File: src/design/egress_pkg.sv
////////////////////////////////////////
// Widths are fixed at 8-byte bus words and 2-byte port beats
// Keep bits are contiguous from byte 0 and only a last beat may be partial
////////////////////////////////////////

package egress_pkg;

    ////////////////////////////////////////
    // Sizes

    localparam int BUS_BYTES      = 8;
    localparam int PORT_BYTES     = 2;
    localparam int BEATS_PER_WORD = BUS_BYTES / PORT_BYTES;
    localparam int PORT_ID_BITS   = 4;

    ////////////////////////////////////////
    // Plain vector types

    typedef logic [BUS_BYTES*8-1:0]  bus_data_t;
    typedef logic [BUS_BYTES-1:0]    bus_keep_t;
    typedef logic [PORT_BYTES*8-1:0] port_data_t;
    typedef logic [PORT_BYTES-1:0]   port_keep_t;
    typedef logic [PORT_ID_BITS-1:0] port_id_t;
    // Wraps silently
    typedef logic [31:0]             cnt_t;

    ////////////////////////////////////////
    // Beat structs

    typedef struct packed {
        bus_data_t data;
        bus_keep_t keep;
        logic      last;
    } egr_word_t;

    typedef struct packed {
        logic      valid;
        port_id_t  port;
        egr_word_t word;
    } egr_beat_t;

    typedef struct packed {
        port_data_t data;
        port_keep_t keep;
        logic       last;
    } port_beat_t;

    typedef struct packed {
        cnt_t tx_pkts;
        cnt_t tx_bytes;
        cnt_t drop_pkts;
    } port_cnts_t;

endpackage

File: src/design/egress_demux.sv
////////////////////////////////////////
// Input has no back-pressure, a beat is always taken
// Port numbers of NUM_PORTS or more are discarded
////////////////////////////////////////

module egress_demux
    import egress_pkg::*;
#(
    parameter int NUM_PORTS = 4
)(
    input  logic                 egr_bus,
    input  logic                 rst_n,
    input  egr_beat_t            egr_in,
    output egr_word_t            wr_word,
    output logic [NUM_PORTS-1:0] wr_en
);

    ////////////////////////////////////////
    // Shared word register

    // One copy of the payload feeds every port buffer
    always_ff @(posedge egr_bus) begin
        wr_word <= egr_in.word;
    end

    ////////////////////////////////////////
    // Port strobe decode

    always_ff @(posedge egr_bus) begin
        if (!rst_n) begin
            wr_en <= '0;
        end else begin
            for (int p = 0; p < NUM_PORTS; p++) begin
                wr_en[p] <= egr_in.valid && (egr_in.port == port_id_t'(p));
            end
        end
    end

    ////////////////////////////////////////
    // Checks

    // At most one port is written per cycle
    assert property (@(posedge egr_bus) disable iff (!rst_n)
        $onehot0(wr_en))
    else $error("egress_demux: wr_en not one-hot");

endmodule

File: config.mk
export PLATFORM = sky130hd
export DESIGN_NAME = egress_demux
export DESIGN_NICKNAME = d
export VERILOG_FILES = /design/src/design/egress_pkg.sv /design/src/design/egress_demux.sv
export SDC_FILE = /design/constraint.sdc
export NUM_CORES = 1
export LEC_CHECK = 0
export BUFFER_PORTS_ARGS = -buffer_cell sky130_fd_sc_hd__buf_2
export CAP_MARGIN = 40
export CORE_MARGIN = 8
export CORE_UTILIZATION = 39
export CTS_BUF_LIST = sky130_fd_sc_hd__clkbuf_8
export DETAILED_ROUTE_END_ITERATION = 12
export GPL_TIMING_DRIVEN = 1
export PLACE_DENSITY = 0.86
export SETUP_SLACK_MARGIN = 0.4
export SYNTH_ARGS = -nofsm -noshare
export SYNTH_HDL_FRONTEND = slang
export SYNTH_SLANG_ARGS = --single-unit
export TNS_END_PERCENT = 20
File: constraint.sdc
create_clock -name egr_bus -period 2.65 [get_ports egr_bus]
set_input_delay 0.53 -clock egr_bus [delete_from_list [all_inputs] [get_ports egr_bus]]
set_output_delay 0.53 -clock egr_bus [all_outputs]
set_load 0.02 [all_outputs]
==> flow_metrics.py <==
metrics = {
    "clock_tree": {
        "cts_repair_resize_count": 0,
        "postCtsHoldBufs": 0,
        "cts_sinks": 77,
        "cts.clk_slew.worst_paths_ns": 0.08,
        "htreeDepth": 3,
        "clock_buffer_count_from_cts": 9,
        "post-cts-setup-buffers": 0,
        "cts_tree": "yes",
        "clock_path_buffers": 2,
        "cts_root_buffer": "clkbuf_8",
    },
    "layout": {
        "drive_above_1_share_pct": 66.5,
        "final_net_count": 332,
        "layout.cells.non_filler": 307,
        "layout_commonest_cell": "buf_2",
        "nFillCells": 316,
        "area_delta_synth_final_pct": 66.7,
        "finalInstanceArea_um2": 2650,
        "layout.cells.most_common_list": "buf_2 (156), dfxtp_1 (77), clkbuf_8 (9), nor2_1 (4)",
        "antenna_cells_inserted": 0,
    },
    "timing": {
        "slew-limit-headroom_pct": 91.4,
        "maxClockFrequency_mhz": 740,
        "final_max_slew_viol_count": 0,
        "setup-tns-final_ns": 0,
        "finalCritPeriodShare_pct": 51.0,
        "rsz_0062_raised_after_global_routing": "false",
        "setup-violations-final": 0,
        "number_of_hold_violations_in_the_final_report": 0,
        "timing_worst_slew_pin_value_ns": 0.128,
        "post-route-min-period_ns": 1.35,
    },
    "global_routing": {
        "number_of_antenna_violations_at_the_first_check_in_global_routing": 0,
        "first_global_vias": 1454,
        "maximum_number_of_pins_on_one_net_before_global_route_repair": 14,
        "grt.total_usage_pct": 14.6,
        "grt_first_pass_wirelength_mm": 6.86,
        "gr-total-overflow": 0,
    },
    "worst_hold_path": {
        "type_of_the_most_critical_hold_path": "input port to register",
        "worst_hold_path.endpoint": "wr_word[40]",
        "hold_path_depth": 1,
        "worstHoldStart": "egr_in[40]",
    },
    "worst_setup_path": {
        "crit_family": "flip-flops",
        "worst-path-buf-inv": 1,
        "timing.critical_path.from_type": "register",
        "critical_path_arrival_ns": 0.82,
        "maximum_single_stage_delay_on_the_critical_path_ns": 0.32,
        "worst_path_cell_chain": "buf_2",
        "cp_max_fo": 1,
        "critical-path-slowest-cell": "dfxtp_1",
        "critPathCaptureType": "primary output",
        "setup.worst_path.class": "register to primary output",
        "worst_ep_required_time_ns": 2.12,
    },
    "yosys": {
        "synth_seq_area_share_pct": 97.1,
        "postSynthNetCount": 165,
        "ys_types": 6,
        "netlist_area_um2": 1590,
        "synthesis_warnings": 0,
        "synthesis.instances": 85,
        "synth.avg_cell_area_um2": 18.7,
        "synth_seq_cells": 77,
    },
    "floorplanning": {
        "standard_cell_rows": 23,
        "initial_core_util_pct": 40.0,
        "die_area_um2": 6370,
        "die_y_um": 79.8,
        "placeableCoreArea_um2": 3970,
        "die_x_um": 79.8,
        "pin_count": 157,
    },
    "drt": {
        "post-route-drc-count": 0,
        "finalWirelength_mm": 4.76,
        "first_pass_iters": 2,
        "final_routed_wire_length_divided_by_cell_count_um": 15.5,
        "avgViaCountPerCell": 4.07,
        "drt.antenna.violating_nets": 0,
        "drt_iter0_drc": 29,
        "via_count_of_the_routed_design": 1249,
    },
    "power_and_ir_drop": {
        "power-per-cell-area_nw_per_um2": 886,
        "p_leak_nw": 1.40,
        "ir_worst_vdd_mv": 0.699,
    },
    "placed_design": {
        "dpl.cell_count": 291,
        "buffer_ports.inserted": 156,
        "dp_hpwl_mm": 4.07,
        "routabilityCongestion": 0.749,
        "placedInstanceArea_um2": 2430,
    },
    "outcome": {
        "status": "completed",
    },
    "flow_run": {
        "max_cap_violations": 0,
    },
}
metal layers:
| layer | part of all wire [%] | global-route usage [%] | wire length, um |
|---|---|---|---|
| met4 | 2.1 | 7.64 | 98 |
| met5 | 0 | 0 | 0 |
| met2 | 48 | 24.5 | 2300 |
| met1 | 29 | 11.0 | 1390 |
| met3 | 20 | 13.1 | 974 |
state kept, by name, summed over array words and instances, names as in the netlist:
signal	count
wr_en	4
wr_word	73
logic make-up (layout without fill, tap and decap cells):
logic type             count (synthesis)  after routing  synth area share (%)
DFF                                   77             77                  97.1
and+or+nand+nor                        8              8                  2.92
buffers and inverters                  0            172                     0
where the power goes:
part / switching, W / internal, W
registers: 0.0000129 / 0.00122
logic: 0.000118 / 0.0000807
clock network: 0.000392 / 0.000526
total: 0.000522 / 0.00182
area by class of cell:
| type | count | area [um2] | area share [%] |
|---|---|---|---|
| multi-input combinational | 8 | 46.3 | 1.75 |
| timing repair buffer | 156 | 781 | 29.5 |
| sequential | 77 | 1540 | 58.3 |
| clock inverter | 7 | 91.3 | 3.45 |
| clock buffer | 9 | 124 | 4.68 |
| tap | 50 | 62.6 | 2.36 |
how the worst max path moves through the flow:
stage,cells after the start,end,start
after floorplan,2,wr_en[1],egr_in[74]
final,1,wr_word[35],wr_word[35]
after CTS,1,wr_word[60],wr_word[60]
after global placement,3,wr_en[1],egr_in[74]
after global routing,1,wr_word[3],wr_word[3]
after detailed placement,3,wr_en[1],egr_in[74]
cell usage after synthesis:
cell | instances | area share (%)
nor2_1 | 4 | 0.95
nand4bb_1 | 1 | 0.71
or4b_1 | 1 | 0.63
nand2_1 | 1 | 0.24
dfxtp_1 | 77 | 97
nand2b_1 | 1 | 0.39
per-stage QoR:
stage | hold slack (ns) | setup WS [ns] | utilization (%) | total power [W]
final | 0.291 | 1.30 | 66.6 | 0.00235
after global routing | 0.270 | 1.24 | 66.6 | 0.00244
after CTS | 0.276 | 1.27 | 66.6 | 0.00238
after detailed placement | 0.634 | 1.25 | 61.2 | 0.00146
after global placement | 0.632 | 1.31 | 61.2 | 0.00145
after floorplan | 0.558 | 1.43 | - | 0.00134
Note: power is estimated with default switching activity, not from simulation.
