--- src/design/egress_pkg.sv ---
////////////////////////////////////////
// Widths are fixed at 8-byte bus words and 2-byte port beats
// Keep bits are contiguous from byte 0 and only a last beat may be partial
////////////////////////////////////////

package egress_pkg;

    ////////////////////////////////////////
    // Sizes

    localparam int BUS_BYTES      = 8;
    localparam int PORT_BYTES     = 2;
    localparam int BEATS_PER_WORD = BUS_BYTES / PORT_BYTES;
    localparam int PORT_ID_BITS   = 4;

    ////////////////////////////////////////
    // Plain vector types

    typedef logic [BUS_BYTES*8-1:0]  bus_data_t;
    typedef logic [BUS_BYTES-1:0]    bus_keep_t;
    typedef logic [PORT_BYTES*8-1:0] port_data_t;
    typedef logic [PORT_BYTES-1:0]   port_keep_t;
    typedef logic [PORT_ID_BITS-1:0] port_id_t;
    // Wraps silently
    typedef logic [31:0]             cnt_t;

    ////////////////////////////////////////
    // Beat structs

    typedef struct packed {
        bus_data_t data;
        bus_keep_t keep;
        logic      last;
    } egr_word_t;

    typedef struct packed {
        logic      valid;
        port_id_t  port;
        egr_word_t word;
    } egr_beat_t;

    typedef struct packed {
        port_data_t data;
        port_keep_t keep;
        logic       last;
    } port_beat_t;

    typedef struct packed {
        cnt_t tx_pkts;
        cnt_t tx_bytes;
        cnt_t drop_pkts;
    } port_cnts_t;

endpackage

--- src/design/egress_port_serializer.sv ---
////////////////////////////////////////
// Slices each word into 2-byte beats, lowest bytes first
// Counters wrap and cnts_clear wins over a same-cycle increment
////////////////////////////////////////

module egress_port_serializer
    import egress_pkg::*;
(
    input  logic       egr_bus,
    input  logic       rst_n,
    input  egr_word_t  rd_word,
    input  logic       rd_valid,
    output logic       rd_pop,
    input  logic       drop,
    input  logic       cnts_clear,
    output port_beat_t port_out,
    output logic       port_valid,
    input  logic       port_ready,
    output port_cnts_t cnts
);

    localparam int IDX_BITS = (BEATS_PER_WORD > 1) ? $clog2(BEATS_PER_WORD) : 1;

    logic [IDX_BITS-1:0] beat_idx;
    bus_keep_t           rem_keep;
    port_beat_t          next_beat;
    logic                slice_final;
    logic                load;
    logic                xfer;
    cnt_t                beat_bytes;

    ////////////////////////////////////////
    // Slice select

    // Nothing left above this slice means it is the word's final one
    assign rem_keep    = bus_keep_t'(rd_word.keep >> ((beat_idx + 1) * PORT_BYTES));
    assign slice_final = (rem_keep == '0);

    assign next_beat.data = rd_word.data[beat_idx*PORT_BYTES*8 +: PORT_BYTES*8];
    assign next_beat.keep = rd_word.keep[beat_idx*PORT_BYTES +: PORT_BYTES];
    assign next_beat.last = rd_word.last && slice_final;

    // Beat register empty or draining this cycle
    assign load   = rd_valid && (!port_valid || port_ready);
    assign rd_pop = load && slice_final;
    assign xfer   = port_valid && port_ready;

    always_ff @(posedge egr_bus) begin
        if (load) begin
            port_out <= next_beat;
        end
    end

    always_ff @(posedge egr_bus) begin
        if (!rst_n) begin
            port_valid <= 1'b0;
            beat_idx   <= '0;
        end else begin
            if (load) begin
                port_valid <= 1'b1;
                beat_idx   <= slice_final ? '0 : beat_idx + 1'b1;
            end else if (port_ready) begin
                port_valid <= 1'b0;
            end
        end
    end

    ////////////////////////////////////////
    // Port counters

    always_comb begin
        beat_bytes = '0;
        for (int b = 0; b < PORT_BYTES; b++) begin
            beat_bytes = beat_bytes + cnt_t'(port_out.keep[b]);
        end
    end

    always_ff @(posedge egr_bus) begin
        if (!rst_n) begin
            cnts <= '0;
        end else if (cnts_clear) begin
            cnts <= '0;
        end else begin
            if (xfer) begin
                cnts.tx_bytes <= cnts.tx_bytes + beat_bytes;
                if (port_out.last) begin
                    cnts.tx_pkts <= cnts.tx_pkts + 1'b1;
                end
            end
            if (drop) begin
                cnts.drop_pkts <= cnts.drop_pkts + 1'b1;
            end
        end
    end

    ////////////////////////////////////////
    // Checks

    // A stalled beat is held until the port takes it
    assert property (@(posedge egr_bus) disable iff (!rst_n)
        (port_valid && !port_ready) |=> (port_valid && $stable(port_out)))
    else $error("egress_port_serializer: beat changed under stall");

endmodule

--- config.mk ---
export PLATFORM = sky130hd
export DESIGN_NAME = egress_port_serializer
export DESIGN_NICKNAME = d
export VERILOG_FILES = /design/src/design/egress_pkg.sv /design/src/design/egress_port_serializer.sv
export SDC_FILE = /design/constraint.sdc
export NUM_CORES = 1
export LEC_CHECK = 0
export BUFFER_PORTS_ARGS = -buffer_cell sky130_fd_sc_hd__buf_2
export CELL_PAD_IN_SITES_DETAIL_PLACEMENT = 0
export CELL_PAD_IN_SITES_GLOBAL_PLACEMENT = 2
export CORE_MARGIN = 5
export CORE_UTILIZATION = 30
export CTS_CLUSTER_SIZE = 8
export DETAILED_ROUTE_END_ITERATION = 16
export HOLD_SLACK_MARGIN = 0.03
export PLACE_DENSITY = 0.89
export SYNTH_ARGS = -nofsm -noshare
export SYNTH_HDL_FRONTEND = slang
export SYNTH_SLANG_ARGS = --single-unit
--- constraint.sdc ---
create_clock -name egr_bus -period 3.4 [get_ports egr_bus]
set_input_delay 0.34 -clock egr_bus [delete_from_list [all_inputs] [get_ports egr_bus]]
set_output_delay 0.34 -clock egr_bus [all_outputs]
set_load 0.05 [all_outputs]
==> flow_metrics.env <==
export IMPL_syn_avg_cell_area_um2=9.34
export IMPL_cts_tree="done"
export IMPL_fp_row_count=51
export IMPL_drive_gt1_frac=0.312
export IMPL_post_dp_hpwl_um=12000
export IMPL_portBuffers=195
export IMPL_leakagePower_nw=2.82
export IMPL_cap_violations=0
export IMPL_drtIter0Drc=220
export IMPL_setup_viol=0
export IMPL_hold_viol=0
export IMPL_ant_nets=0
export IMPL_wl_per_cell_um=15.3
export IMPL_synthCells=624
export IMPL_io_pins=196
export IMPL_numCtsBuffers=17
export IMPL_crit_fanout=17
export IMPL_synth_warnings=0
export IMPL_synth_top_area_share=0.340
export IMPL_worstPathCellList="inv_1 > fa_1 > inv_1 > ha_1 > nand3_2 > or4_1 > or4_1 > a21oi_1"
export IMPL_drv_slew=0
export IMPL_start_util=0.302
export IMPL_clk_pin_slew_ns=0.06
export IMPL_finalNonFillerCells=1083
export IMPL_hp_class="in -> reg"
export IMPL_grt_pass1_wl_um=26500
export IMPL_tightest_slew_ns=0.986
export IMPL_cp_data_required_time_ns=3.72
export IMPL_cp_start_kind="flip-flop"
export IMPL_layout_common_cells="buf_2 (195), dfxtp_1 (99), a21oi_1 (55)"
export IMPL_finalCriticalPeriod_ns=2.80
export IMPL_critPathKind="reg -> reg"
export IMPL_yosysUniqueCellTypes=45
export IMPL_post_route_period_util=0.823
export IMPL_fmax_mhz=358
export IMPL_grt_max_degree=40
export IMPL_die_w_um=149
export IMPL_post_cts_buffers=0
export IMPL_antenna_found_initial=0
export IMPL_slowest_delay_ns=0.78
export IMPL_setup_tns_ns=0
export IMPL_dpl_cell_count=1051
export IMPL_cts_max_level=4
export IMPL_synth_seq_cells=118
export IMPL_clock_path_buffers=2
export IMPL_p_per_area_mw_per_mm2=462
export IMPL_fin_skew_ns=0.00833
export IMPL_area_growth_pct=30.5
export IMPL_post_cts_resized=0
export IMPL_dr_pass1_iters=4
export IMPL_worstSetupEndpointType="flip-flop"
export IMPL_clock_latency_ns=0.41
export IMPL_vias=5450
export IMPL_die_y_um=149
export IMPL_status="finished, final reports clean"
export IMPL_clock_root_buffer="clkbuf_16"
export IMPL_final_common_cell="buf_2"
export IMPL_r2r_setup_slack_ns=0.60
export IMPL_cpMaxStageDelayCell="or4_1"
export IMPL_wirelength_um=16600
export IMPL_fin_util=0.395
export IMPL_nets=888
export IMPL_rsz0062_at_grt="false"
export IMPL_clock_sinks=118
export IMPL_synth_seq_area_share=0.438
export IMPL_synthesis_area_mm2=0.00583
export IMPL_via_per_inst=5.03
export IMPL_antenna_cells=0
export IMPL_peakVddDrop_mv=0.295
export IMPL_first_global_vias=5154
export IMPL_grtUsageTotal=0.147
export IMPL_place_gp_congestion=0.759
export IMPL_grt_overflow=0
export IMPL_core_area_mm2=0.0193
export IMPL_drc=0
export IMPL_netlist_top_cells_area="dfxtp_1 (34%), edfxtp_1 (9.8%), mux4_2 (7.0%)"
export IMPL_postSynthNetCount=707
export IMPL_hold_buffers=0
export IMPL_arrival_ns=3.12
export IMPL_fp_dieArea_mm2=0.0223
export IMPL_yosys_area_top_type="dfxtp_1"
export IMPL_max_slew_margin=0.340
## final cells by class
class	count	area, um2
clock buffers	23	478
clock inverters	9	103
fillers	2022	11700
inverters	26	97.6
multi-input cells	443	3030
flip-flops and latches	118	2550
well taps	265	332
repair buffers	199	1020
## worst max-delay path: cells and delay by family, from the launching register on
family / cells / cell delay (ns)
flip-flops: 1 / 0.34
AO/OA/AOI/OAI: 1 / 0.15
AND/OR/NAND/NOR: 3 / 1.49
adder cells (fa/ha/maj): 2 / 0.60
buffers and inverters: 2 / 0.13
## routing by layer
| metal | routed length (um) | track usage | vias up |
|---|---|---|---|
| li1 | - | - | 2725 |
| met1 | 7530 | 0.190 | 2566 |
| met2 | 7800 | 0.234 | 145 |
| met3 | 1090 | 0.0504 | 14 |
| met4 | 162 | 0.0380 | 0 |
| met5 | 0 | 0 | - |
## final timing paths
path,startpoint,to,cells after the start
min reg2reg,cnts[31],cnts[31],2
max,port_out[1],cnts[58],8
max reg2reg,port_out[1],cnts[58],8
min,rd_valid,port_valid,3
## metrics by stage
step	total power, mW	hold WS, ns	instance area [um2]	setup WS, ns
floorplan	1.67	0.479	5830	0.625
finish	3.51	0.214	7610	0.603
global route	3.64	0.209	7610	0.413
global placement	1.76	0.459	7030	0.692
CTS	3.56	0.193	7610	0.591
detailed placement	1.77	0.464	7030	0.624
## power breakdown
group | leakage [nW] | internal (mW) | switching, mW
Sequential | 0.982 | 1.45 | 0.0221
Combinational | 1.56 | 0.103 | 0.158
Clock | 0.279 | 1.13 | 0.647
Total | 2.82 | 2.69 | 0.827
## cells by family after synthesis
logic type      share of synthesized area
compound gates                      0.123
xor+xnor                           0.0376
fa+ha+maj                         0.00988
buf+inv                            0.0438
flops                               0.438
mux                                0.0919
simple gates                        0.256
## cell usage after synthesis, drive strengths merged
library cell and count:
dfxtp 99, a21oi 55, nand2 49, or4 38
nand3 35, nor2 34, o31ai 31, clkbuf 27
inv 26, nand4 24, o21ai 22, edfxtp 19
mux4 18, nor4 17, or3 17, xnor2 17
mux2i 13, nand2b 13, and4 12, buf 10
nor3 9, xor2 8, and2 6, and3 4
a21boi 3, ha 3, o311ai 3, or2 2
a311oi 1, a31oi 1, a41o 1, fa 1
nand4b 1, nor2b 1, nor3b 1, o211ai 1
o21bai 1, o41ai 1
## registers in the layout, indices dropped and copies added (netlist names)
signal	cells
port_valid	1
port_out	19
cnts	96
beat_idx	2
No activity file was read; power rests on OpenSTA's default activity.
