===== src/design/egress_pkg.sv =====
////////////////////////////////////////
// Widths are fixed at 8-byte bus words and 2-byte port beats
// Keep bits are contiguous from byte 0 and only a last beat may be partial
////////////////////////////////////////

package egress_pkg;

    ////////////////////////////////////////
    // Sizes

    localparam int BUS_BYTES      = 8;
    localparam int PORT_BYTES     = 2;
    localparam int BEATS_PER_WORD = BUS_BYTES / PORT_BYTES;
    localparam int PORT_ID_BITS   = 4;

    ////////////////////////////////////////
    // Plain vector types

    typedef logic [BUS_BYTES*8-1:0]  bus_data_t;
    typedef logic [BUS_BYTES-1:0]    bus_keep_t;
    typedef logic [PORT_BYTES*8-1:0] port_data_t;
    typedef logic [PORT_BYTES-1:0]   port_keep_t;
    typedef logic [PORT_ID_BITS-1:0] port_id_t;
    // Wraps silently
    typedef logic [31:0]             cnt_t;

    ////////////////////////////////////////
    // Beat structs

    typedef struct packed {
        bus_data_t data;
        bus_keep_t keep;
        logic      last;
    } egr_word_t;

    typedef struct packed {
        logic      valid;
        port_id_t  port;
        egr_word_t word;
    } egr_beat_t;

    typedef struct packed {
        port_data_t data;
        port_keep_t keep;
        logic       last;
    } port_beat_t;

    typedef struct packed {
        cnt_t tx_pkts;
        cnt_t tx_bytes;
        cnt_t drop_pkts;
    } port_cnts_t;

endpackage


===== src/design/egress_port_buffer.sv =====
////////////////////////////////////////
// BUF_WORDS must be a power of two and hold at least one MTU packet
// Admission is decided at the first beat, a dropped packet is discarded whole
////////////////////////////////////////

module egress_port_buffer
    import egress_pkg::*;
#(
    parameter int BUF_WORDS = 64,
    parameter int MTU_BYTES = 128
)(
    input  logic      egr_bus,
    input  logic      rst_n,
    input  egr_word_t wr_word,
    input  logic      wr_en,
    input  logic      port_enable,
    output egr_word_t rd_word,
    output logic      rd_valid,
    input  logic      rd_pop,
    output logic      drop
);

    localparam int MAX_PKT_WORDS = (MTU_BYTES + BUS_BYTES - 1) / BUS_BYTES;
    localparam int ADDR_BITS     = $clog2(BUF_WORDS);

    typedef logic [ADDR_BITS-1:0] addr_t;
    typedef logic [ADDR_BITS:0]   fill_t;
    typedef enum logic [1:0] {
        PKT_IDLE,
        PKT_ACCEPT,
        PKT_DISCARD
    } pkt_state_t;

    egr_word_t  mem [BUF_WORDS];
    addr_t      wr_ptr;
    addr_t      rd_ptr;
    fill_t      fill;
    pkt_state_t state;
    logic       admit;
    logic       do_write;

    // Room for a worst-case packet must exist at the first beat
    assign admit    = port_enable && ((BUF_WORDS - int'(fill)) >= MAX_PKT_WORDS);
    assign do_write = wr_en && ((state == PKT_ACCEPT) || (state == PKT_IDLE && admit));

    ////////////////////////////////////////
    // Word store

    always_ff @(posedge egr_bus) begin
        if (do_write) begin
            mem[wr_ptr] <= wr_word;
        end
    end

    always_ff @(posedge egr_bus) begin
        if (!rst_n) begin
            wr_ptr <= '0;
            rd_ptr <= '0;
            fill   <= '0;
        end else begin
            if (do_write) begin
                wr_ptr <= wr_ptr + 1'b1;
            end
            if (rd_pop) begin
                rd_ptr <= rd_ptr + 1'b1;
            end
            fill <= fill + fill_t'(do_write) - fill_t'(rd_pop);
        end
    end

    // Head word falls through
    assign rd_word  = mem[rd_ptr];
    assign rd_valid = (fill != '0);

    ////////////////////////////////////////
    // Packet admission FSM

    always_ff @(posedge egr_bus) begin
        if (!rst_n) begin
            state <= PKT_IDLE;
            drop  <= 1'b0;
        end else begin
            drop <= wr_en && (state == PKT_IDLE) && !admit;
            if (wr_en) begin
                case (state)
                    PKT_IDLE: begin
                        if (!wr_word.last) begin
                            state <= admit ? PKT_ACCEPT : PKT_DISCARD;
                        end
                    end
                    default: begin
                        if (wr_word.last) begin
                            state <= PKT_IDLE;
                        end
                    end
                endcase
            end
        end
    end

    ////////////////////////////////////////
    // Checks

    assert property (@(posedge egr_bus) disable iff (!rst_n)
        do_write |-> (int'(fill) < BUF_WORDS))
    else $error("egress_port_buffer: write while full");

    // Serializer only pops a present head
    assert property (@(posedge egr_bus) disable iff (!rst_n)
        rd_pop |-> rd_valid)
    else $error("egress_port_buffer: pop while empty");

endmodule


===== config.mk =====
export PLATFORM = sky130hd
export DESIGN_NAME = egress_port_buffer
export DESIGN_NICKNAME = d
export VERILOG_FILES = /design/src/design/egress_pkg.sv /design/src/design/egress_port_buffer.sv
export SDC_FILE = /design/constraint.sdc
export NUM_CORES = 2
export LEC_CHECK = 0
export BUFFER_PORTS_ARGS = -buffer_cell sky130_fd_sc_hd__buf_2
export CORE_UTILIZATION = 54
export CTS_CLUSTER_SIZE = 30
export DETAILED_ROUTE_END_ITERATION = 10
export PLACE_DENSITY = 0.79
export SYNTH_ARGS = -nofsm -noshare
export SYNTH_HDL_FRONTEND = slang
export SYNTH_MEMORY_MAX_BITS = 65536
export SYNTH_SLANG_ARGS = --single-unit

===== constraint.sdc =====
create_clock -name egr_bus -period 17.6 [get_ports egr_bus]
set_input_delay 3.52 -clock egr_bus [delete_from_list [all_inputs] [get_ports egr_bus]]
set_output_delay 3.52 -clock egr_bus [all_outputs]
set_load 0.005 [all_outputs]

==> reports/metrics.yaml <==
synth_top_family_by_area: "multiplexers"
clk_path_buf_depth: 4
setup_ws_ns: 7.65
synth_top_area_frac: 0.790
track_usage: 0.307
cp_slowest_stage_delay_ns: 1.01
drcViolationCount: 0
clock-sinks: 4700
layout_min_cycle_time_ns: 9.95
ir_drop_uv: 136
coreArea_sq_um: 327000
synth_area_leaders: "edfxtp_1 (79%), mux4_2 (15%), mux2i_1 (0.81%)"
synth-seq-cells: 4700
finalHoldViolations: 0
timing.clock.skew_ns: 0.0643
p_sw_frac: 0.217
finalSetupViolations: 0
layout_worst_path_cycle_share: 0.566
synth_compound_area_frac: 0.0301
synthArstFlopShare: 0
drt_iter0_drc: 16400
viasPerCell: 7.20
cp_max_fo: 64
crit_path_frequent_cell: "buf_4"
gp_congestion: 0.794
status: "completed"
critPathSlowestCell: "buf_4"
grt_antenna_before_repair: 47
start_util: 0.543
cellLeakagePower_uw: 0.0600
yosysSeqAreaShare: 0.793
fin_nets: 7966
num_vias: 90800
std_cell_rows: 210
synth.avg_cell_area_sq_um: 23.7
n_fill_cell: 20900
intPower_uw: 18300
comb_power_share: 0.060
seqPwrFrac: 0.530
multi_input_area_sq_um: 35100
die_y_um: 576
synthFlopType: "edfxtp_1"
avgRoutedWirePerCell_um: 40.5
die_area_sq_um: 331000
worstSetupPathType: "flip-flop to primary output"
cts_resized: 0
die_x_um: 576
holdBufCountCts: 0
path_cells: "buf_4, buf_4, buf_4, mux4_2, a221oi_1, o21ai_0, o211a_1, buf_2"
clockPowerShare: 0.410
dp.cells: 11800
io_pins: 153
cts_setup_buffers: 0
fmax_ghz: 0.100
yosysTopAreaCell: "edfxtp_1"
cts-root-buf: "clkbuf_16"
syn-cell-area_sq_um: 178000
first_pass_iters: 6
clk_pin_slew_worst_paths_ns: 0.06
place_ws_ns: 8.86
critPathCaptureType: "primary output"
numCtsBuffers: 437
synth-xor-area-share: 0.000444
drtAntennaViolNets: 0
htree_levels: 5
critical_path_arrival_ns: 6.43
power.net_switching_uw: 5080
synth-edff-count: 4672
synth_cell_types: 51
portBuffers: 152
rsz0062_at_grt: "false"
critPathLaunchType: "flip-flop"
synth_simple_gate_area_share: 0.00695
worstHoldPathType: "flip-flop to flip-flop"
critical_path_required_ns: 14.08
synthAdderAreaFrac: 0.00110
seq_area_sq_um: 141000
grt_pass1_wl_mm: 709
slew_viol_final: 0
syn_to_final_growth_pct: 11.6
stdcell_count: 12600
yosys_warnings: 0
setup_tns_ns: 0
relSlewSlack: 0.0598
timing.hold.ws_ns: 0.467
cts_tree: "done"
routed_wirelength_mm: 511
drive_gt1_frac: 0.274
pwr_density_cell_nw_per_um2: 118
synthMuxAreaShare: 0.156
drv_cap: 0
clk_latency_ns: 1.01
place_hpwl_mm: 241
power.total_uw: 23400
worst_slew_pin_slew_ns: 1.41
grt_pass1_vias: 93200
syn_nets: 7597
grt_max_degree: 150
synthCells: 7504
overflow: 0
through the flow:
stage,util,instance area (sq um)
after floorplan,-,178000
after global placement,0.562,184000
after detailed placement,0.562,184000
after CTS,0.606,198000
after global routing,0.606,198000
final,0.606,198000
Yosys cell counts, types with 2 or more instances:
library cell / number
o21ai_1: 25
a221oi_1: 127
or4b_1: 2
nor2_2: 8
or2_2: 4
a21oi_1: 240
a22o_1: 78
o21ai_0: 31
nand3_1: 3
buf_1: 47
ha_1: 14
xnor2_1: 7
a22oi_1: 20
edfxtp_1: 4672
or3b_2: 2
xor2_1: 2
a211oi_1: 8
and2_1: 14
nand2b_1: 14
buf_2: 120
inv_1: 13
mux4_2: 1168
mux2i_1: 143
nor2_1: 114
nor2b_1: 14
o211a_1: 21
a311oi_1: 9
o221ai_1: 95
or3_1: 6
nand3b_1: 3
a21boi_0: 4
buf_4: 62
nand4_1: 2
dfxtp_1: 28
and3_1: 17
o22ai_1: 105
nand4b_1: 4
nand2_1: 39
clkbuf_1: 189
buf_6: 19
layout make-up:
type / instances / share of cell area
Multi-Input combinational cell: 2353 / 0.177
Antenna cell: 20 / 0.000252
Timing Repair Buffer: 367 / 0.0125
Clock buffer: 527 / 0.0576
Tap cell: 4346 / 0.0274
Clock inverter: 279 / 0.0143
Inverter: 14 / 0.000278
Sequential cell: 4700 / 0.710
final timing paths:
check / startpoint / to / slack [ns] / cells past startpoint
worst max-delay path: flip-flop / rd_word[45] / 7.65 / 8
worst min-delay path: state[0]$_SDFFE_PN0P_ / state[0]$_SDFFE_PN0P_ / 0.47 / 2
worst max register to register: fill[4]$_SDFF_PN0_ / mem[18][42]$_DFFE_PP_ / 11.95 / 11
worst min register to register: state[0]$_SDFFE_PN0P_ / state[0]$_SDFFE_PN0P_ / 0.47 / 2
sequential cells by signal (all words and copies together) (netlist names), named ones only:
register / count
mem: 4672
drop: 1
state: 2
rd_ptr: 6
wr_ptr: 6
fill: 7
metal layers:
metal | wire (um) | up-vias | GRT usage
li1 | - | 33300 | -
met1 | 158000 | 46500 | 0.384
met2 | 242000 | 8935 | 0.488
met3 | 77100 | 2077 | 0.0861
met4 | 33600 | 30 | 0.172
met5 | 201 | - | 0
power groups by stage:
stage               sequential, uW  clock, uW  combinational (uW)
CTS                          12400       9600                1390
global placement             12600          0                1320
global route                 12400       9980                1460
detailed placement           12600          0                1350
finish                       12400       9590                1390
floorplan                    12600          0                 900
cell families after synthesis:
| kind of cell | Yosys count |
|---|---|
| AO/OA/AOI/OAI | 767 |
| XOR/XNOR | 9 |
| adder cells (fa/ha/maj) | 15 |
| buffers and inverters | 451 |
| flip-flops | 4700 |
| multiplexers | 1311 |
| AND/OR/NAND/NOR | 251 |
cell usage in the layout (no fill, tap or decap), types with 5 or more instances in the layout:
master,n
a22o_1,78
mux4_2,1168
nand2b_1,9
clkinvlp_4,17
dfxtp_4,5
or3_1,6
dfxtp_1,23
o211a_1,21
clkinv_2,87
and3_1,17
a221oi_1,127
o22ai_1,105
ha_1,14
and2_1,12
buf_4,206
a311oi_1,9
mux2i_1,143
clkbuf_16,443
bufinv_16,48
edfxtp_1,4672
nor2_4,65
a21oi_1,240
o21ai_0,31
inv_6,7
nand2_1,35
nor2_1,57
inv_16,8
o21ai_1,25
o221ai_1,95
buf_2,152
diode_2,20
a211oi_1,8
clkbuf_1,81
clkinv_1,98
a22oi_1,20
nor2b_1,10
inv_1,13
clkinv_8,6
buf_12,9
xnor2_1,7
critical path, delay by kind of cell, from the launching register on:
family / cells / cell delay (ns)
buf+inv: 4 / 2.91
compound gates: 3 / 1.03
flops: 1 / 0.83
mux: 1 / 0.45
(Power assumes the default switching activity.)
